<file path="src/source/vp_glue_defs.svh">
////////////////////////////////////////
// Widths, enable dividers and bank
// thresholds for the console glue logic
////////////////////////////////////////
`ifndef VP_GLUE_DEFS_SVH
`define VP_GLUE_DEFS_SVH

// Address widths
`define VP_CART_ADDR_W 12
`define VP_ROM_ADDR_W 13

// Enable periods in clk_sys cycles
`define VP_CPU_DIV_NTSC 8
`define VP_CPU_DIV_PAL 12
`define VP_VDC_DIV_NTSC 6
`define VP_VDC_DIV_PAL 10

// Image sizes that switch on the bank bits
`define VP_BANK0_SIZE 4096
`define VP_BANK1_SIZE 8192

`endif

</file>
<file path="src/source/vp_glue_pkg.sv">
////////////////////////////////////////
// Shared types of the console glue
// Vector typedefs, loader FSM states
// NTSC and PAL colour tables
////////////////////////////////////////
`include "vp_glue_defs.svh"

package vp_glue_pkg;

	typedef logic [7:0] byte_t;
	typedef logic [`VP_CART_ADDR_W-1:0] cart_addr_t;   // Console side
	typedef logic [`VP_ROM_ADDR_W-1:0] rom_addr_t;     // Also the Wishbone address
	typedef logic [15:0] cart_size_t;
	typedef logic [3:0] div_cnt_t;
	typedef logic [3:0] color_idx_t;                   // {r,g,b,luma}
	typedef logic [23:0] rgb24_t;
	typedef logic [17:0] rgb18_t;

	typedef enum logic {
		LOAD_IDLE,
		LOAD_ACK
	} load_state_t;

	////////////////////////////////////////
	// Calibrated colour tables
	////////////////////////////////////////

	localparam rgb24_t palette_ntsc [16] = '{
		24'h000000, 24'h676767,   // Black
		24'h1a37be, 24'h5c80f6,
		24'h006d07, 24'h56c469,
		24'h2aaabe, 24'h77e6eb,
		24'h790000, 24'hc75151,   // Red pair
		24'h94309f, 24'hdc84e8,
		24'h77670b, 24'hc6b86a,
		24'hcecece, 24'hffffff    // Grey and white
	};

	// Saturated set for 50 Hz sets
	localparam rgb24_t palette_pal [16] = '{
		24'h000000, 24'h494949,
		24'h0000b6, 24'h4949ff,
		24'h00b601, 24'h49ff49,
		24'h00b6c9, 24'h49ffff,
		24'hb60000, 24'hff4949,
		24'hb600b6, 24'hff49ff,
		24'hb6b600, 24'hffff49,
		24'hb6b6b6, 24'hffffff
	};

endpackage

</file>
<file path="src/source/vp_palette.sv">
////////////////////////////////////////
// Colour lookup for the VGA output
// {r,g,b,luma} to 18-bit RGB
////////////////////////////////////////

module vp_palette (
	input  logic                clk_sys,
	input  logic                reset,
	input  logic                vdc_en_i,
	input  logic                pal_i,
	input  logic                r_i,
	input  logic                g_i,
	input  logic                b_i,
	input  logic                luma_i,
	output vp_glue_pkg::rgb18_t rgb_o
);

	vp_glue_pkg::color_idx_t color_idx;
	vp_glue_pkg::rgb24_t     entry;

	assign color_idx = {r_i, g_i, b_i, luma_i};

	// Table chosen by the standard
	assign entry = pal_i ? vp_glue_pkg::palette_pal[color_idx]
	                     : vp_glue_pkg::palette_ntsc[color_idx];

	// Upper six bits per channel, once per pixel
	always_ff @(posedge clk_sys or posedge reset) begin
		if (reset) begin
			rgb_o <= '0;
		end else if (vdc_en_i) begin
			rgb_o <= {entry[23:18], entry[15:10], entry[7:2]};
		end
	end

endmodule

</file>
<file path="config.mk">
export PLATFORM = sky130hd
export DESIGN_NAME = vp_palette
export DESIGN_NICKNAME = d
export VERILOG_FILES = /design/src/source/vp_glue_pkg.sv /design/src/source/vp_palette.sv
export VERILOG_INCLUDE_DIRS = /design/src /design/src/source
export SDC_FILE = /design/constraint.sdc
export NUM_CORES = 1
export LEC_CHECK = 0
export BUFFER_PORTS_ARGS = -buffer_cell sky130_fd_sc_hd__clkbuf_2
export CORE_AREA = 3 3 53 55
export CTS_BUF_LIST = sky130_fd_sc_hd__clkbuf_4
export DETAILED_ROUTE_END_ITERATION = 8
export DIE_AREA = 0 0 56 58
export PLACE_DENSITY = 0.76
export SYNTH_ARGS = -nofsm -noshare
export SYNTH_HDL_FRONTEND = slang
export SYNTH_SLANG_ARGS = --single-unit
</file>
<file path="constraint.sdc">
create_clock -name clk_sys -period 2 [get_ports clk_sys]
set_clock_uncertainty 0.2 [all_clocks]
set_input_delay 0.2 -clock clk_sys [delete_from_list [all_inputs] [get_ports clk_sys]]
set_output_delay 0.2 -clock clk_sys [all_outputs]
set_load 0.01 [all_outputs]
</file>
==> metrics.md <==
| Metric | Value |
|---|---|
| Nets | 181 |
| Max Cap Viol | 0 |
| Peak fanout along the critical path | 7 |
| Largest family of logic cells by synthesized area | compound AO/OA/AOI/OAI gates |
| Crit-path cells | clkbuf_2, inv_1, ha_1, nor2_1, a21oi_1, nor3_1, o32a_1 |
| Switching share of power | 0.331 |
| Clk slew on worst S/H paths | 0.11 ns |
| Total GRT Usage | 0.183 |
| Netlist Area Pre-Place | 1260 um^2 |
| Max-slew violations | 0 |
| Setup slack after layout | 0.588 ns |
| Clock share of power | 0.219 |
| Antenna violations before repair | 0 |
| DR DRC count | 0 |
| Setup crit end kind | flip-flop |
| EDFF count, synth | 0 |
| Mux share of post-synthesis cell area | 0.0856 |
| # rows | 18 |
| Chip width | 56 um |
| Fillers | 231 |
| Post-Syn Area per Cell | 9.05 um^2 |
| Reg power frac | 0.485 |
| Worst-case reg-to-reg path depth | 2 |
| Number of antenna diodes | 0 |
| Ys flop type | dfrtp_1 |
| Sequential share of the synthesized area | 0.358 |
| Simple-Gate Fraction of Synth Area | 0.127 |
| Worst-Margin Slew | 0.675 ns |
| Minimum clock period | 1.41 ns |
| Fin cells | 194 |
| Wire length per cell | 14.8 um |
| FF/Latch Area | 450 um^2 |
| 1st-iter DRT viols | 35 |
| Vias | 1130 |
| H-tree depth | 1 |
| Status | completed |
| P_int | 588 uW |
| Worst Hold Path Cells | 3 |
| Final core occ | 0.588 |
| Async set or reset register ratio after synthesis | 1.00 |
| Max VDD drop | 456 uV |
| Initial Util | 0.517 |
| Slew margin rel. | 0.550 |
| Crit path largest cell delay | 0.34 ns |
| Num CTS Buffers | 3 |
| Final Hold Vio Count | 0 |
| Finish-stage setup viols | 0 |
| Largest net degree at the start of global routing | 23 |
| RePlAce Congestion | 0.964 |
| RSZ-0062 raised after global routing | false |
| DRT antenna net count | 0 |
| GR Overflow Total | 0 |
| Top flop regs | rgb_o (18) |
| Vias/cell | 5.82 |
| Die Height | 58 um |
| PwrDens | 616 nW/um^2 |
| DIE AREA | 3250 um^2 |
| Worst setup path class | input port to flip-flop |
| Cells after DPL | 189 |
| Final wirelength | 2.87 mm |
| TritonCTS sink count | 18 |
| Worst slack, placed | 0.276 ns |
| Multi-input logic area | 702 um^2 |
| Ys Warns | 0 |
| Required time of the critical path | 2.00 ns |
| #FFs+latches synth | 18 |
| Gate power share | 0.295 |
| Core Area | 2430 um^2 |
| Worst setup SP type | input port |
| Clock Latency Late Sink | 0.30 ns |
| First-pass GRT wire length | 4.76 mm |
| Syn_nets | 155 |
| CTS tree | yes |
| Adder-cell share of the synthesized area | 0.0796 |
| P_leak | 0.000667 uW |
| Clk buf depth | 2 |
| CP max stage cell | o32a_1 |
| Layout cells sized above 1 | 0.274 |
| Synth Area in Compound Gates | 0.252 |
| Worst EP arrival | 1.41 ns |
| Worst hold path class | input port to flip-flop |
| Vias in the first global route | 1122 |
| Post-cts sizing count | 0 |
| Detailed Routing Iterations Pass 1 | 4 |
| Clock Root Buffer | clkbuf_4 |
| Net load switching power | 292 uW |
| Tcrit/Tclk final | 0.706 |
| I/O Buffers | 25 |
| Area Overhead vs Synth | 13.7% |
| Max Freq | 708 MHz |
| TNS Setup | 0 ns |
| Max FFs per register | 18 |
| Syn Inst Count | 139 |
| Detail Placement HPWL | 2.08 mm |
| IO Pins | 26 |
| Biggest register | rgb_o |
| Post-Synth XOR/XNOR Area | 0.0139 |
| Synth cell types | 33 |
## power by group through the flow
stage | clock (uW) | combinational [uW] | sequential [uW]
after global routing | 211 | 288 | 432
after detailed placement | 0 | 258 | 435
after floorplan | 0 | 151 | 454
final | 193 | 260 | 427
after global placement | 0 | 253 | 433
after CTS | 199 | 261 | 428
## layout by cell type (no fill, tap or decap)
| cell | instances |
|---|---|
| o22a_1 | 2 |
| o21ai_0 | 10 |
| and2b_1 | 1 |
| clkbuf_2 | 25 |
| a31oi_1 | 5 |
| nor2_1 | 10 |
| a21oi_1 | 12 |
| o211ai_1 | 5 |
| o32a_1 | 2 |
| dlygate4sd3_1 | 1 |
| ha_1 | 8 |
| dfrtp_1 | 18 |
| mux2i_1 | 4 |
| a22oi_1 | 1 |
| o21bai_1 | 1 |
| xor2_1 | 2 |
| inv_1 | 9 |
| inv_2 | 2 |
| buf_4 | 5 |
| nand2b_1 | 1 |
| o221ai_1 | 1 |
| o311ai_2 | 1 |
| nor2b_1 | 4 |
| nor3_1 | 2 |
| a211oi_1 | 4 |
| o22ai_1 | 2 |
| clkinv_1 | 1 |
| mux2_2 | 6 |
| nand3_1 | 3 |
| nor2b_4 | 1 |
| or2b_1 | 2 |
| a31o_2 | 2 |
| nand2_1 | 8 |
| clkbuf_4 | 3 |
## kinds of logic (layout without fill, tap and decap cells)
| family | after synthesis | after routing |
|---|---|---|
| flip-flops | 18 | 18 |
| AND/OR/NAND/NOR | 32 | 32 |
| buffers and inverters | 21 | 46 |
| XOR/XNOR | 2 | 2 |
| adder cells (fa/ha/maj) | 8 | 8 |
| AO/OA/AOI/OAI | 48 | 48 |
| multiplexers | 10 | 10 |
## synth_stat cells (all sizes together), types with 4 or more instances
| cell type | count | area share |
|---|---|---|
| inv | 11 | 0.033 |
| a31oi | 5 | 0.025 |
| a211oi | 4 | 0.024 |
| a21oi | 12 | 0.048 |
| ha | 8 | 0.080 |
| nand2 | 8 | 0.024 |
| o21ai | 10 | 0.040 |
| mux2i | 4 | 0.032 |
| o211ai | 5 | 0.030 |
| nor2b | 5 | 0.031 |
| dfrtp | 18 | 0.36 |
| buf | 9 | 0.048 |
| nor2 | 10 | 0.030 |
| mux2 | 6 | 0.054 |
## what timing repair did
action                                 in CTS  in global routing
setup endpoints to repair                   0                  0
endpoints found under the hold margin      18                  0
hold buffers                                1                  0
setup buffers                               0                  0
## critical path: cells and delay by family
family	cells	cell delay (ns)
AOI/OAI and AO/OA	2	0.47
adders and majority gates	1	0.30
buffers and inverters	2	0.29
and+or+nand+nor	2	0.15
## layer usage
| metal | vias up | part of all wire | global-route usage | wire length (um) |
|---|---|---|---|---|
| li1 | 551 | - | - | - |
| met1 | 516 | 0.46 | 0.231 | 1330 |
| met2 | 48 | 0.44 | 0.295 | 1260 |
| met3 | 15 | 0.054 | 0.0267 | 155 |
| met4 | 0 | 0.043 | 0.119 | 123 |
| met5 | - | 0 | 0 | 0 |
## final timing paths
path | start | slack [ns] | end
worst max-delay path | b_i | 0.59 | rgb_o[0]$_DFFE_PP0P_
worst min-delay path | b_i | 0.14 | rgb_o[5]$_DFFE_PP0P_
worst max register to register | rgb_o[15]$_DFFE_PP0P_ | 0.98 | rgb_o[15]$_DFFE_PP0P_
worst min register to register | rgb_o[7]$_DFFE_PP0P_ | 0.31 | rgb_o[7]$_DFFE_PP0P_
max in group asynchronous | reset | 0.86 | rgb_o[15]$_DFFE_PP0P_
min in group asynchronous | reset | 0.31 | rgb_o[14]$_DFFE_PP0P_
## through the flow
step                      instance area (um^2)  hold WS [ns]  power (uW)
after detailed placement                  1390         0.122         693
after global routing                      1430         0.165         931
final                                     1430         0.144         880
after CTS                                 1430         0.137         887
after floorplan                           1260       -0.0614         606
after global placement                    1390         0.104         686
## area by class of cell
class,count,area share
multi-input cells,100,0.491
flip-flops and latches,18,0.315
repair buffers,31,0.121
inverters,11,0.0289
well taps,30,0.0262
clock buffers,3,0.0157
clock inverters,1,0.00262
Power figures use the tool's default switching activity.
