File: config.mk
export PLATFORM = sky130hd
export DESIGN_NAME = vp_cart_loader_flat
export DESIGN_NICKNAME = d
export VERILOG_FILES = /design/src/source/vp_glue_pkg.sv /design/src/source/cart_mem_if.sv /design/src/source/vp_cart_loader.sv /design/src/flat_wrapper.sv
export VERILOG_INCLUDE_DIRS = /design/src /design/src/source
export SDC_FILE = /design/constraint.sdc
export NUM_CORES = 1
export LEC_CHECK = 0
export BUFFER_PORTS_ARGS = -buffer_cell sky130_fd_sc_hd__buf_2
export CORE_MARGIN = 4
export CORE_UTILIZATION = 43
export DETAILED_ROUTE_END_ITERATION = 8
export PLACE_DENSITY = 0.82
export SLEW_MARGIN = 10
export SYNTH_ARGS = -nofsm -noshare
export SYNTH_HDL_FRONTEND = slang
export SYNTH_SLANG_ARGS = --single-unit
File: constraint.sdc
create_clock -name clk_sys -period 4 [get_ports clk_sys]
set_input_delay 0.6 -clock clk_sys [delete_from_list [all_inputs] [get_ports clk_sys]]
set_output_delay 0.6 -clock clk_sys [all_outputs]
set_load 0.01 [all_outputs]
File: src/source/vp_glue_defs.svh
////////////////////////////////////////
// Widths, enable dividers and bank
// thresholds for the console glue logic
////////////////////////////////////////
`ifndef VP_GLUE_DEFS_SVH
`define VP_GLUE_DEFS_SVH

// Address widths
`define VP_CART_ADDR_W 12
`define VP_ROM_ADDR_W 13

// Enable periods in clk_sys cycles
`define VP_CPU_DIV_NTSC 8
`define VP_CPU_DIV_PAL 12
`define VP_VDC_DIV_NTSC 6
`define VP_VDC_DIV_PAL 10

// Image sizes that switch on the bank bits
`define VP_BANK0_SIZE 4096
`define VP_BANK1_SIZE 8192

`endif

File: src/source/vp_glue_pkg.sv
////////////////////////////////////////
// Shared types of the console glue
// Vector typedefs, loader FSM states
// NTSC and PAL colour tables
////////////////////////////////////////
`include "vp_glue_defs.svh"

package vp_glue_pkg;

	typedef logic [7:0] byte_t;
	typedef logic [`VP_CART_ADDR_W-1:0] cart_addr_t;   // Console side
	typedef logic [`VP_ROM_ADDR_W-1:0] rom_addr_t;     // Also the Wishbone address
	typedef logic [15:0] cart_size_t;
	typedef logic [3:0] div_cnt_t;
	typedef logic [3:0] color_idx_t;                   // {r,g,b,luma}
	typedef logic [23:0] rgb24_t;
	typedef logic [17:0] rgb18_t;

	typedef enum logic {
		LOAD_IDLE,
		LOAD_ACK
	} load_state_t;

	////////////////////////////////////////
	// Calibrated colour tables
	////////////////////////////////////////

	localparam rgb24_t palette_ntsc [16] = '{
		24'h000000, 24'h676767,   // Black
		24'h1a37be, 24'h5c80f6,
		24'h006d07, 24'h56c469,
		24'h2aaabe, 24'h77e6eb,
		24'h790000, 24'hc75151,   // Red pair
		24'h94309f, 24'hdc84e8,
		24'h77670b, 24'hc6b86a,
		24'hcecece, 24'hffffff    // Grey and white
	};

	// Saturated set for 50 Hz sets
	localparam rgb24_t palette_pal [16] = '{
		24'h000000, 24'h494949,
		24'h0000b6, 24'h4949ff,
		24'h00b601, 24'h49ff49,
		24'h00b6c9, 24'h49ffff,
		24'hb60000, 24'hff4949,
		24'hb600b6, 24'hff49ff,
		24'hb6b600, 24'hffff49,
		24'hb6b6b6, 24'hffffff
	};

endpackage

File: src/source/cart_mem_if.sv
////////////////////////////////////////
// Loader to cartridge ROM connection
// Write port doubling as readback
////////////////////////////////////////

interface cart_mem_if;

	vp_glue_pkg::rom_addr_t wr_addr;   // Readback address when wr_en is low
	vp_glue_pkg::byte_t     wr_data;
	logic                   wr_en;
	vp_glue_pkg::byte_t     rd_data;   // Byte at last cycle's wr_addr

	modport loader (
		output wr_addr,
		output wr_data,
		output wr_en,
		input  rd_data
	);

	modport rom (
		input  wr_addr,
		input  wr_data,
		input  wr_en,
		output rd_data
	);

endinterface

File: src/source/vp_cart_loader.sv
////////////////////////////////////////
// Cartridge image loader
// Wishbone classic slave, one wait
// cycle per access, image size count
////////////////////////////////////////

module vp_cart_loader (
	input  logic                   clk_sys,
	input  logic                   reset,
	input  logic                   load_active_i,

	// Wishbone slave
	input  logic                   wb_cyc_i,
	input  logic                   wb_stb_i,
	input  logic                   wb_we_i,
	input  vp_glue_pkg::rom_addr_t wb_adr_i,
	input  vp_glue_pkg::byte_t     wb_dat_i,
	output vp_glue_pkg::byte_t     wb_dat_o,
	output logic                   wb_ack_o,

	output vp_glue_pkg::cart_size_t cart_size_o,
	cart_mem_if.loader             mem
);

	vp_glue_pkg::load_state_t state;
	logic                     wb_req;
	logic                     wr_accept;
	logic                     load_q;
	logic                     load_rise;

	assign wb_req = wb_cyc_i & wb_stb_i;

	// Only one write per bus cycle, in the wait cycle
	assign wr_accept = (state == vp_glue_pkg::LOAD_IDLE) & wb_req & wb_we_i & load_active_i;

	assign mem.wr_addr = wb_adr_i;
	assign mem.wr_data = wb_dat_i;
	assign mem.wr_en   = wr_accept;

	// Readback byte arrives with the ack
	assign wb_dat_o = mem.rd_data;
	assign wb_ack_o = (state == vp_glue_pkg::LOAD_ACK);

	////////////////////////////////////////
	// Handshake FSM
	////////////////////////////////////////

	always_ff @(posedge clk_sys or posedge reset) begin
		if (reset) begin
			state <= vp_glue_pkg::LOAD_IDLE;
		end else begin
			case (state)
				vp_glue_pkg::LOAD_IDLE: begin
					if (wb_req)
						state <= vp_glue_pkg::LOAD_ACK;
				end
				vp_glue_pkg::LOAD_ACK: state <= vp_glue_pkg::LOAD_IDLE;   // One ack cycle
				default: state <= vp_glue_pkg::LOAD_IDLE;
			endcase
		end
	end

	////////////////////////////////////////
	// Image size
	////////////////////////////////////////

	assign load_rise = load_active_i & ~load_q;

	always_ff @(posedge clk_sys or posedge reset) begin
		if (reset) begin
			load_q      <= 1'b0;
			cart_size_o <= '0;
		end else begin
			load_q <= load_active_i;
			if (load_rise)
				cart_size_o <= wr_accept ? 16'd1 : 16'd0;   // Keep a first-cycle write
			else if (wr_accept)
				cart_size_o <= cart_size_o + 16'd1;
		end
	end

endmodule

File: src/flat_wrapper.sv
// flat-port wrapper written by rule: the top's interface ports become plain ports
module vp_cart_loader_flat 
  (clk_sys, reset, load_active_i, wb_cyc_i, wb_stb_i, wb_we_i, wb_adr_i, wb_dat_i, wb_dat_o, wb_ack_o, cart_size_o, mem_wr_addr, mem_wr_data, mem_wr_en, mem_rd_data);
  cart_mem_if mem_i ();
  input  logic clk_sys;
  input  logic reset;
  input  logic load_active_i;
  input  logic wb_cyc_i;
  input  logic wb_stb_i;
  input  logic wb_we_i;
  input  vp_glue_pkg::rom_addr_t wb_adr_i;
  input  vp_glue_pkg::byte_t wb_dat_i;
  output vp_glue_pkg::byte_t wb_dat_o;
  output logic wb_ack_o;
  output vp_glue_pkg::cart_size_t cart_size_o;
  output wire logic [$bits(mem_i.wr_addr)-1:0] mem_wr_addr;
  output wire logic [$bits(mem_i.wr_data)-1:0] mem_wr_data;
  output wire logic [$bits(mem_i.wr_en)-1:0] mem_wr_en;
  input wire logic [$bits(mem_i.rd_data)-1:0] mem_rd_data;
  assign mem_wr_addr = mem_i.wr_addr;
  assign mem_wr_data = mem_i.wr_data;
  assign mem_wr_en = mem_i.wr_en;
  assign mem_i.rd_data = mem_rd_data;
  vp_cart_loader u_core (.clk_sys(clk_sys), .reset(reset), .load_active_i(load_active_i), .wb_cyc_i(wb_cyc_i), .wb_stb_i(wb_stb_i), .wb_we_i(wb_we_i), .wb_adr_i(wb_adr_i), .wb_dat_i(wb_dat_i), .wb_dat_o(wb_dat_o), .wb_ack_o(wb_ack_o), .cart_size_o(cart_size_o), .mem(mem_i));
endmodule
==> impl_metrics.tcl <==
set metrics [dict create \
    status "finished, final reports clean" \
    path_class "reg -> out" \
    grt_pass1_wl_um 3622 \
    rsz0062_at_grt "no" \
    final-seq-area_um2 450.4 \
    num_antenna_cells 0 \
    synth_seq_area_share_pct 38.26 \
    drc 0 \
    vias 817 \
    wire_per_inst_um 14.82 \
    cts_root_buffer "clkbuf_4" \
    p_per_area_nw_per_um2 260.8 \
    multi_input_area_um2 485.5 \
    p_sw_uw 66.47 \
    die_area_um2 3639 \
    fp-row-count 18 \
    clockPowerShare_pct 28.8 \
    routed_via_density 5.558 \
    cap_violations 0 \
    hold_ws_ns 0.3963 \
    r2r_start "u_core.cart_size_o[0]" \
    cts-hold-fix-buffers 0 \
    crit_path_end "mem_wr_en" \
    cts_tree "done" \
    slew_viol_final 0 \
    grt_max_degree 19 \
    setup_viol 0 \
    final_nets 155 \
    cts.sinks 18 \
    initialDrtViolationCount 22 \
    tns_ns 0 \
    period_needed_ns 1.904 \
    cts_buffer_depth 2 \
    finalHoldViolCount 0 \
    worst_pin_slew_ns 0.9559 \
    nFillCells 246 \
    antenna_found_initial 0 \
    ff2ff_path_depth 5 \
    htreeDepth 1 \
    ir_drop_uv 174.3 \
    cts_resized 0 \
    drive_gt1_share_pct 29.91 \
    grtUsageTotal_pct 13.24 \
    cts.clk_slew.worst_paths_ns 0.09 \
    end_kind "output pin" \
    fp.dieH_um 60.33 \
    syn_area_per_cell_um2 9.572 \
    worst-r2r-setup-slack_ns 2.28 \
    synth_fp_nets 159 \
    synthCells 123 \
    place_congestion 0.7718 \
    p_leak_uw 0.0006205 \
    start_util_pct 46.26 \
    stdcell_count 147 \
    grt-ovfl-total 0 \
    clock_skew_ns 0.003078 \
    area.growth.synth_to_final_pct -4.676 \
    dp.cells 144 \
    yosysUniqueCellTypes 35 \
    worstPathRequired_ns 3.40 \
    syn_area_um2 1177 \
    combPwrFrac_pct 7.4 \
    grt_pass1_vias 833 \
    yosysWarnings 0 \
    internal-power_uw 226.3 \
    fin_crit_sh_pct 47.60 \
    slew_headroom_pct 36.14 \
    detailed_place_hpwl_um 1677 \
    ant_nets 0 \
    core-area_um2 2545 \
    synth-seq-cells 18 \
    drt-total-wl_um 2179 \
    cts_buffers 3 \
    cts_setup_buffers 0 \
    synthArstFlopShare_pct 100.0 \
    critical_path.max_fanout 4 \
    dr.pass1.iters 4 \
    fmax_mhz 525.2 \
    synth_ff_type "dfrtp_1" \
    clock_latency_ns 0.28 \
    rr_endpoint "u_core.cart_size_o[12]" \
    hold_path_class "in -> async" \
    cp_data_arrival_time_ns 1.30 \
    p_sw_share_pct 22.71 \
    dieWidth_um 60.33 \
    seq_power_share_pct 63.8 \
    cp-startpoint "u_core.wb_ack_o" \
    portBuffers 23 \
    synth_edf_count 0 \
    ioPinCount 82 \
    start_kind "flip-flop" \
]
[registers in the layout (all words and copies together) (netlist names)]
signal              count
u_core.cart_size_o     16
u_core.load_q           1
u_core.wb_ack_o         1
[per-stage QoR]
stage	setup WS (ns)	util (%)	cell area [µm²]	total power, µW
global placement	2.068	43.22	1100	210.7
detailed placement	2.000	43.22	1100	212.3
floorplan	2.262	-	1177	232.3
finish	2.096	44.10	1122	292.8
CTS	2.089	44.10	1122	296.8
global route	2.014	44.10	1122	310.5
[cells by family (layout without fill, tap and decap cells)]
| logic type | Yosys count | after routing | synth area share, % |
|---|---|---|---|
| AOI/OAI and AO/OA | 18 | 18 | 10.31 |
| muxes | 2 | 2 | 1.700 |
| adders and majority gates | 1 | 1 | 1.063 |
| buffers and inverters | 35 | 29 | 20.51 |
| DFF | 18 | 18 | 38.26 |
| xor gates and xnor gates | 5 | 5 | 3.719 |
| and+or+nand+nor | 44 | 44 | 24.44 |
[final cells by class]
type,count,area share [%]
clock buffer,3,2.007
tap,30,3.344
sequential,18,40.13
inverter,3,1.003
timing repair buffer,23,10.26
multi-input combinational,70,43.26
[worst min path at each step]
stage / to / slack [ns] / cells after the start
final: u_core.cart_size_o[15] / 0.40 / 2
after global routing: u_core.cart_size_o[10] / 0.45 / 2
after CTS: u_core.cart_size_o[7] / 0.42 / 2
after detailed placement: u_core.cart_size_o[0] / 0.48 / 1
after global placement: u_core.cart_size_o[0] / 0.46 / 1
after floorplan: u_core.cart_size_o[0] / 0.44 / 1
[cell usage in the layout, fill, tap and decap left out, types with 2 or more instances in the layout]
| cell type | synthesis | final |
|---|---|---|
| inv_1 | 3 | 3 |
| dfrtp_1 | 18 | 18 |
| clkbuf_4 | 0 | 3 |
| nand2_1 | 9 | 9 |
| mux2i_1 | 2 | 2 |
| a41o_1 | 3 | 3 |
| nor2_1 | 14 | 14 |
| a21oi_1 | 6 | 6 |
| buf_2 | 1 | 23 |
| o21ai_0 | 2 | 2 |
| a31oi_1 | 4 | 4 |
| nand4_1 | 2 | 2 |
| a31o_1 | 2 | 2 |
| xnor2_1 | 5 | 5 |
| nor3_1 | 2 | 2 |
[metal layers]
| metal | wire length, µm | share of wire, % | track usage (%) | vias to the layer above |
|---|---|---|---|---|
| li1 | - | - | - | 384 |
| met1 | 880 | 40 | 14.87 | 385 |
| met2 | 1049 | 48 | 22.07 | 34 |
| met3 | 184 | 8.4 | 3.024 | 14 |
| met4 | 64 | 2.9 | 9.177 | 0 |
| met5 | 0 | 0 | 0 | - |
[Yosys cell counts (2+ instances only)]
master | number | share of area, %
a41o_1 | 3 | 2.6
dfrtp_1 | 18 | 38
nand2_1 | 9 | 2.9
clkbuf_1 | 2 | 0.64
a21oi_1 | 6 | 2.6
a31oi_1 | 4 | 2.1
xnor2_1 | 5 | 3.7
a31o_1 | 2 | 1.5
inv_1 | 3 | 0.96
buf_4 | 29 | 18
nor2_1 | 14 | 4.5
mux2i_1 | 2 | 1.7
nand4_1 | 2 | 1.1
nor3_1 | 2 | 0.85
o21ai_0 | 2 | 0.85
[worst max-delay path, cell delays in order, from the launching register on]
cell and delay, ns:
dfrtp_1 0.40, and3b_1 0.25, and3_2 0.23, buf_2 0.14
[power by group through the flow]
stage | Clock, µW | Combinational [µW] | Sequential (µW)
finish | 84.3 | 21.6 | 187
CTS | 88.0 | 22.0 | 187
global route | 98.6 | 24.5 | 187
floorplan | 0 | 41.5 | 191
global placement | 0 | 20.6 | 190
detailed placement | 0 | 22.1 | 190
Power figures use the tool's default switching activity.
