$ cat src/source/vp_glue_defs.svh
////////////////////////////////////////
// Widths, enable dividers and bank
// thresholds for the console glue logic
////////////////////////////////////////
`ifndef VP_GLUE_DEFS_SVH
`define VP_GLUE_DEFS_SVH

// Address widths
`define VP_CART_ADDR_W 12
`define VP_ROM_ADDR_W 13

// Enable periods in clk_sys cycles
`define VP_CPU_DIV_NTSC 8
`define VP_CPU_DIV_PAL 12
`define VP_VDC_DIV_NTSC 6
`define VP_VDC_DIV_PAL 10

// Image sizes that switch on the bank bits
`define VP_BANK0_SIZE 4096
`define VP_BANK1_SIZE 8192

`endif

$ cat src/source/vp_glue_pkg.sv
////////////////////////////////////////
// Shared types of the console glue
// Vector typedefs, loader FSM states
// NTSC and PAL colour tables
////////////////////////////////////////
`include "vp_glue_defs.svh"

package vp_glue_pkg;

	typedef logic [7:0] byte_t;
	typedef logic [`VP_CART_ADDR_W-1:0] cart_addr_t;   // Console side
	typedef logic [`VP_ROM_ADDR_W-1:0] rom_addr_t;     // Also the Wishbone address
	typedef logic [15:0] cart_size_t;
	typedef logic [3:0] div_cnt_t;
	typedef logic [3:0] color_idx_t;                   // {r,g,b,luma}
	typedef logic [23:0] rgb24_t;
	typedef logic [17:0] rgb18_t;

	typedef enum logic {
		LOAD_IDLE,
		LOAD_ACK
	} load_state_t;

	////////////////////////////////////////
	// Calibrated colour tables
	////////////////////////////////////////

	localparam rgb24_t palette_ntsc [16] = '{
		24'h000000, 24'h676767,   // Black
		24'h1a37be, 24'h5c80f6,
		24'h006d07, 24'h56c469,
		24'h2aaabe, 24'h77e6eb,
		24'h790000, 24'hc75151,   // Red pair
		24'h94309f, 24'hdc84e8,
		24'h77670b, 24'hc6b86a,
		24'hcecece, 24'hffffff    // Grey and white
	};

	// Saturated set for 50 Hz sets
	localparam rgb24_t palette_pal [16] = '{
		24'h000000, 24'h494949,
		24'h0000b6, 24'h4949ff,
		24'h00b601, 24'h49ff49,
		24'h00b6c9, 24'h49ffff,
		24'hb60000, 24'hff4949,
		24'hb600b6, 24'hff49ff,
		24'hb6b600, 24'hffff49,
		24'hb6b6b6, 24'hffffff
	};

endpackage

$ cat src/source/vp_clock_enables.sv
////////////////////////////////////////
// CPU and VDC pulse enables
// NTSC or PAL periods, restart on a
// change of the TV standard
////////////////////////////////////////
`include "vp_glue_defs.svh"

module vp_clock_enables (
	input  logic clk_sys,
	input  logic reset,
	input  logic pal_i,
	output logic cpu_en_o,
	output logic vdc_en_o
);

	localparam vp_glue_pkg::div_cnt_t CPU_LAST_NTSC = vp_glue_pkg::div_cnt_t'(`VP_CPU_DIV_NTSC - 1);
	localparam vp_glue_pkg::div_cnt_t CPU_LAST_PAL  = vp_glue_pkg::div_cnt_t'(`VP_CPU_DIV_PAL - 1);
	localparam vp_glue_pkg::div_cnt_t VDC_LAST_NTSC = vp_glue_pkg::div_cnt_t'(`VP_VDC_DIV_NTSC - 1);
	localparam vp_glue_pkg::div_cnt_t VDC_LAST_PAL  = vp_glue_pkg::div_cnt_t'(`VP_VDC_DIV_PAL - 1);

	vp_glue_pkg::div_cnt_t cpu_cnt;
	vp_glue_pkg::div_cnt_t vdc_cnt;
	vp_glue_pkg::div_cnt_t cpu_last;
	vp_glue_pkg::div_cnt_t vdc_last;
	logic                  pal_q;
	logic                  std_change;

	// Follows pal_i while reset is held too
	always_ff @(posedge clk_sys) begin
		pal_q <= pal_i;
	end

	assign std_change = pal_i ^ pal_q;
	assign cpu_last   = pal_q ? CPU_LAST_PAL : CPU_LAST_NTSC;
	assign vdc_last   = pal_q ? VDC_LAST_PAL : VDC_LAST_NTSC;

	always_ff @(posedge clk_sys or posedge reset) begin
		if (reset) begin
			cpu_cnt  <= '0;
			vdc_cnt  <= '0;
			cpu_en_o <= 1'b0;
			vdc_en_o <= 1'b0;
		end else if (std_change) begin
			cpu_cnt  <= '0;   // New period starts here
			vdc_cnt  <= '0;
			cpu_en_o <= 1'b0;
			vdc_en_o <= 1'b0;
		end else begin
			cpu_en_o <= (cpu_cnt >= cpu_last);
			cpu_cnt  <= (cpu_cnt >= cpu_last) ? '0 : cpu_cnt + 4'd1;
			vdc_en_o <= (vdc_cnt >= vdc_last);
			vdc_cnt  <= (vdc_cnt >= vdc_last) ? '0 : vdc_cnt + 4'd1;
		end
	end

endmodule

$ cat config.mk
export PLATFORM = sky130hd
export DESIGN_NAME = vp_clock_enables
export DESIGN_NICKNAME = d
export VERILOG_FILES = /design/src/source/vp_glue_pkg.sv /design/src/source/vp_clock_enables.sv
export VERILOG_INCLUDE_DIRS = /design/src /design/src/source
export SDC_FILE = /design/constraint.sdc
export NUM_CORES = 1
export LEC_CHECK = 0
export BUFFER_PORTS_ARGS = -buffer_cell sky130_fd_sc_hd__buf_2
export CAP_MARGIN = 20
export CORE_AREA = 3 3 40 42
export CTS_BUF_LIST = sky130_fd_sc_hd__clkbuf_8
export DETAILED_ROUTE_END_ITERATION = 8
export DIE_AREA = 0 0 43 45
export HOLD_SLACK_MARGIN = 0.12
export PLACE_DENSITY_LB_ADDON = 0.08
export SLEW_MARGIN = 20
export SYNTH_ARGS = -nofsm -noshare
export SYNTH_HDL_FRONTEND = slang
export SYNTH_SLANG_ARGS = --single-unit
$ cat constraint.sdc
create_clock -name clk_sys -period 3.9 [get_ports clk_sys]
set_input_delay 0.78 -clock clk_sys [delete_from_list [all_inputs] [get_ports clk_sys]]
set_output_delay 0.78 -clock clk_sys [all_outputs]
set_load 0.02 [all_outputs]
==> flow_summary.yaml, run 1 <==
sta:
  hold_viol_final: 0
  grt_setup_unrepaired: "false"
  drv_slew: 0
  tns_ns: 0
  relSlewSlack_pct: 74.3
  finalClockSkew_ns: 0.00190
  min_period_over_period_pct: 38.8
  setup_viol: 0
  fmax_mhz: 661
  period_minus_slack_ns: 1.51
  tightest_slew_ns: 0.385
pwr:
  ir_worst_vdd_uv: 202
  p_total_mw: 0.312
  p_per_area_mw_per_mm2: 490
  leakage_nw: 0.339
yosys:
  ys_types: 18
  synth_area_um2: 554
  ys_seq_elements: 11
  syn_nets: 61
  yosys_warnings: 0
  synth_area_per_cell_um2: 11.1
  seq_area_frac_synth_pct: 48.8
  synth_cells: 50
critical_path:
  r2r_start: "pal_q$_DFF_P_"
  critical_path.cell_chain: "buf_2"
  worstPathArrival_ns: 0.73
  cpPeakStageDelay_ns: 0.35
  rrSetupSlack_ns: 2.46
  slowest_stage: "dfrtp_1"
  crit_path_start_kind: "flip-flop"
  critPathTopFamily: "flip-flops"
  crit_path_max_fanout: 1
  worst-path-buf-inv: 1
  required_ns: 3.12
  worst_setup_path_end_kind: "output pin"
  path_depth: 1
  r2r_end: "vdc_en_o$_DFF_PP0_"
  reg2reg_depth: 5
  crit_type: "flip-flop to output pin"
clock_network:
  clk_latency_ns: 0.24
  clock_path_buffers: 2
  clk_pin_slew_worst_paths_ns: 0.05
  cts_sinks: 11
  cts_tree: "done"
  cts_made_buffers: 3
  post_cts_buffers: 0
  holdBufCountCts: 0
  htree_num_levels: 1
  clockRootBuffer: "clkbuf_8"
  cts_resized: 0
grt:
  antenna_found_initial: 0
  grt_pass1_wl_mm: 1.44
  grt.total_usage_pct: 10.7
  grt_pass1_vias: 348
  grt_remaining_overflow: 0
  grt_max_degree: 11
finish:
  multi_input_area_um2: 262
  layout_common_cells: "dfrtp_1, ha_1, inv_1, nor2_1, buf_2"
  drive_gt1_share_pct: 20.7
  fill_cells: 124
  fin_util_pct: 49.7
  finalNetCount: 70
  area_growth_pct: 15.1
  seqCellArea_um2: 270
  final_common_cell: "dfrtp_1"
  diodes: 0
die:
  num_rows: 13
  die_h_um: 45
  die-width_um: 43
  start_util_pct: 43.1
  ios: 5
  fp.dieArea_mm2: 0.00194
  coreArea_mm2: 0.00128
routing:
  viasPerCell: 4.58
  drt_drc_violations_left: 0
  drt_wl_total_um: 848
  dr.pass1.iters: 4
  drtIter0Drc: 9
  vias: 334
  wl_per_cell_um: 11.6
  drtAntennaViolNets: 0
hold_path:
  hold_path_depth: 1
  hold_class: "flip-flop to flip-flop"
  min_to: "cpu_cnt[0]$_DFF_PP0_"
  hold_path_startpoint: "cpu_cnt[0]$_DFF_PP0_"
placed_design:
  port_buffers: 4
  place_congestion: 0.769
  hpwl_um: 659
run:
  max_cap_viol_count: 0
run_status:
  status: "complete, no violations"
metal layers:
layer  wire, µm  vias up  global-route usage [%]
met5          0        -                       0
met4          0        0                    9.04
met2        386        5                    15.0
met3         29        0                    3.59
met1        433      153                    13.3
li1           -      176                       -
synthesized netlist by cell type, drive strengths merged:
cell type	count	area share [%]
dfrtp	10	45
ha	8	18
nor2	8	5.9
inv	6	4.1
nand3	4	4.5
xnor2	3	6.1
a21oi	2	1.8
xor2	2	3.2
a21boi	1	1.4
and2	1	1.4
dfxtp	1	3.6
nand2	1	0.68
nor2b	1	1.1
o211ai	1	2.3
o21ai	1	0.90
registers in the layout (all words and copies together), names as in the netlist:
| signal | count |
|---|---|
| cpu_cnt | 4 |
| cpu_en_o | 1 |
| pal_q | 1 |
| vdc_cnt | 4 |
| vdc_en_o | 1 |
report_power, final:
| group | switching, mW | leakage [nW] | internal, mW |
|---|---|---|---|
| combinational | 0.0328 | 0.168 | 0.0250 |
| clock | 0.0428 | 0.0269 | 0.0691 |
| sequential | 0.0138 | 0.143 | 0.129 |
cell type report:
class | instances | share of cell area, %
sequential | 11 | 42.4
tap | 15 | 2.94
clock inverter | 1 | 0.588
timing repair buffer | 4 | 3.14
inverter | 6 | 3.53
multi-input combinational | 33 | 41.0
clock buffer | 3 | 6.47
stage by stage:
step / hold WS (ns) / setup WS, ns / instances / cell area [µm²]
after floorplan: 0.429 / 2.60 / 50 / 554
after global placement: 0.443 / 2.39 / 69 / 593
after detailed placement: 0.457 / 2.39 / 69 / 593
after CTS: 0.463 / 2.38 / 73 / 638
after global routing: 0.482 / 2.32 / 73 / 638
final: 0.471 / 2.39 / 73 / 638
worst register-to-register path, delay by kind of cell (launching register included):
family | cells | cell delay [ns]
adder cells (fa/ha/maj) | 1 | 0.30
AO/OA/AOI/OAI | 2 | 0.30
flip-flops | 1 | 0.43
buffers and inverters | 1 | 0.10
AND/OR/NAND/NOR | 1 | 0.19
cell families after synthesis:
group | synth area share, %
adder cells (fa/ha/maj) | 18.1
AO/OA/AOI/OAI | 6.32
flip-flops | 48.8
buffers and inverters | 4.06
XOR/XNOR | 9.26
AND/OR/NAND/NOR | 13.5
how the worst max path moves through the flow:
stage                                end          startpoint
finish                          cpu_en_o  cpu_en_o$_DFF_PP0_
global route          vdc_en_o$_DFF_PP0_       pal_q$_DFF_P_
global placement    vdc_cnt[2]$_DFF_PP0_               pal_i
floorplan           vdc_cnt[3]$_DFF_PP0_               pal_i
detailed placement  vdc_cnt[2]$_DFF_PP0_               pal_i
CTS                             cpu_en_o  cpu_en_o$_DFF_PP0_
Note: power is estimated with default switching activity, not from simulation.
==> run 2: changes to the inputs <==
Clock period 3.9 ns to 1.45 ns, I/O delays scaled along.
==> flow_summary.yaml, run 2 (synthesis results as in run 1) <==
run_status:
  status: "complete, no violations"
finish:
  fill_cells: 123
  fin_util_pct: 51.0
  seqCellArea_um2: 270
  area_growth_pct: 18.3
  layout_common_cells: "dfrtp_1, ha_1, inv_1, nor2_1, buf_2"
  diodes: 0
  final_common_cell: "dfrtp_1"
  drive_gt1_share_pct: 21.7
  multi_input_area_um2: 262
  reg_top3: "cpu_cnt: 4 flops, vdc_cnt: 4 flops"
  finalNetCount: 72
run:
  max_cap_viol_count: 0
routing:
  vias: 372
  drtIter0Drc: 6
  wl_per_cell_um: 11.6
  dr.pass1.iters: 4
  drtAntennaViolNets: 0
  drt_drc_violations_left: 0
  viasPerCell: 4.96
  drt_wl_total_um: 868
placed_design:
  hpwl_um: 695
  port_buffers: 4
  place_congestion: 0.683
pwr:
  switchingPower_mw: 0.232
  p_seq_share_pct: 45.5
  ir_worst_vdd_uv: 574
  leakage_nw: 0.347
  p_total_mw: 0.836
  intPower_mw: 0.605
  clkPwrFrac_pct: 34.8
  swShare_pct: 27.7
  combPwrFrac_pct: 19.7
  p_per_area_mw_per_mm2: 1280
grt:
  antenna_found_initial: 0
  grt.busiest_layer: "met2"
  grt_remaining_overflow: 0
  grtUsageMet1_pct: 12.5
  grt_pass1_wl_mm: 1.54
  grt_max_degree: 11
  grt_pass1_vias: 390
  grtUsageMet2_pct: 18.0
  grt.total_usage_pct: 11.3
  grt_util_met3_pct: 3.59
die:
  fp.dieArea_mm2: 0.00194
  start_util_pct: 43.1
  ios: 5
  die-width_um: 43
  num_rows: 13
  die_h_um: 45
  coreArea_mm2: 0.00128
clock_network:
  post_cts_buffers: 0
  clk_latency_ns: 0.23
  cts_sinks: 11
  cts_made_buffers: 3
  clockRootBuffer: "clkbuf_8"
  holdBufCountCts: 1
  clk_pin_slew_worst_paths_ns: 0.05
  clock_path_buffers: 2
  htree_num_levels: 1
  cts_resized: 0
  cts_tree: "done"
sta:
  tightest_slew_ns: 0.386
  period_minus_slack_ns: 1.34
  relSlewSlack_pct: 74.3
  fin_hold_ws_ns: 0.216
  hold_viol_final: 0
  tns_ns: 0
  setup_viol: 0
  finalClockSkew_ns: 0.000409
  min_period_over_period_pct: 92.6
  fmax_mhz: 744
  grt_setup_unrepaired: "false"
  drv_slew: 0
critical_path:
  crit_type: "flip-flop to flip-flop"
  crit_path_start_kind: "flip-flop"
  reg2reg_depth: 4
  crit_path_max_fanout: 2
  worst_setup_path_end_kind: "flip-flop"
  worstPathArrival_ns: 1.46
  required_ns: 1.57
hold_path:
  hold_path_depth: 1
  hold_class: "input pin to flip-flop"
run 2: cell types whose count changed in the layout (fill, tap and decap cells not counted):
cell,delta
dlygate4sd3_1,+1
buf_4,+1
run 2: layout make-up:
class | count | area share, %
clock inverter | 1 | 0.573
inverter | 6 | 3.44
multi-input combinational | 33 | 39.9
clock buffer | 3 | 6.30
sequential | 11 | 41.2
timing repair buffer | 6 | 5.73
tap | 15 | 2.86
run 2: per-stage QoR:
stage,worst slack [ns],instances,instance area (µm²)
final,0.107,75,656
after global placement,0.199,70,601
after global routing,0.0317,75,656
after detailed placement,0.135,70,601
after CTS,0.135,75,656
after floorplan,0.149,50,554
run 2: critical path, cell delays in order (launching register included):
cell     delay [ns]
dfrtp_1        0.39
ha_1           0.31
a21oi_1        0.21
o21ai_0        0.12
and2_2         0.20
run 2: power by group through the flow:
stage | Sequential [mW] | Combinational (mW) | Clock, mW
detailed placement | 0.385 | 0.165 | 0
floorplan | 0.385 | 0.119 | 0
global route | 0.384 | 0.190 | 0.317
finish | 0.380 | 0.165 | 0.291
global placement | 0.380 | 0.149 | 0
CTS | 0.381 | 0.168 | 0.303
run 2: path summary, 6_finish.rpt:
check | from | endpoint | slack (ns)
setup reg to reg | vdc_cnt[3]$_DFF_PP0_ | vdc_en_o$_DFF_PP0_ | 0.11
min in group asynchronous | reset | vdc_cnt[1]$_DFF_PP0_ | 0.57
hold / removal | pal_i | pal_q$_DFF_P_ | 0.22
hold reg to reg | cpu_cnt[0]$_DFF_PP0_ | cpu_cnt[0]$_DFF_PP0_ | 0.47
setup / recovery | vdc_cnt[3]$_DFF_PP0_ | vdc_en_o$_DFF_PP0_ | 0.11
max in group asynchronous | reset | cpu_en_o$_DFF_PP0_ | 0.61
run 2: metal layers:
layer / wire (µm) / share of wire (%)
met1: 354 / 41
met2: 458 / 53
met3: 49 / 5.6
met4: 6 / 0.69
met5: 0 / 0
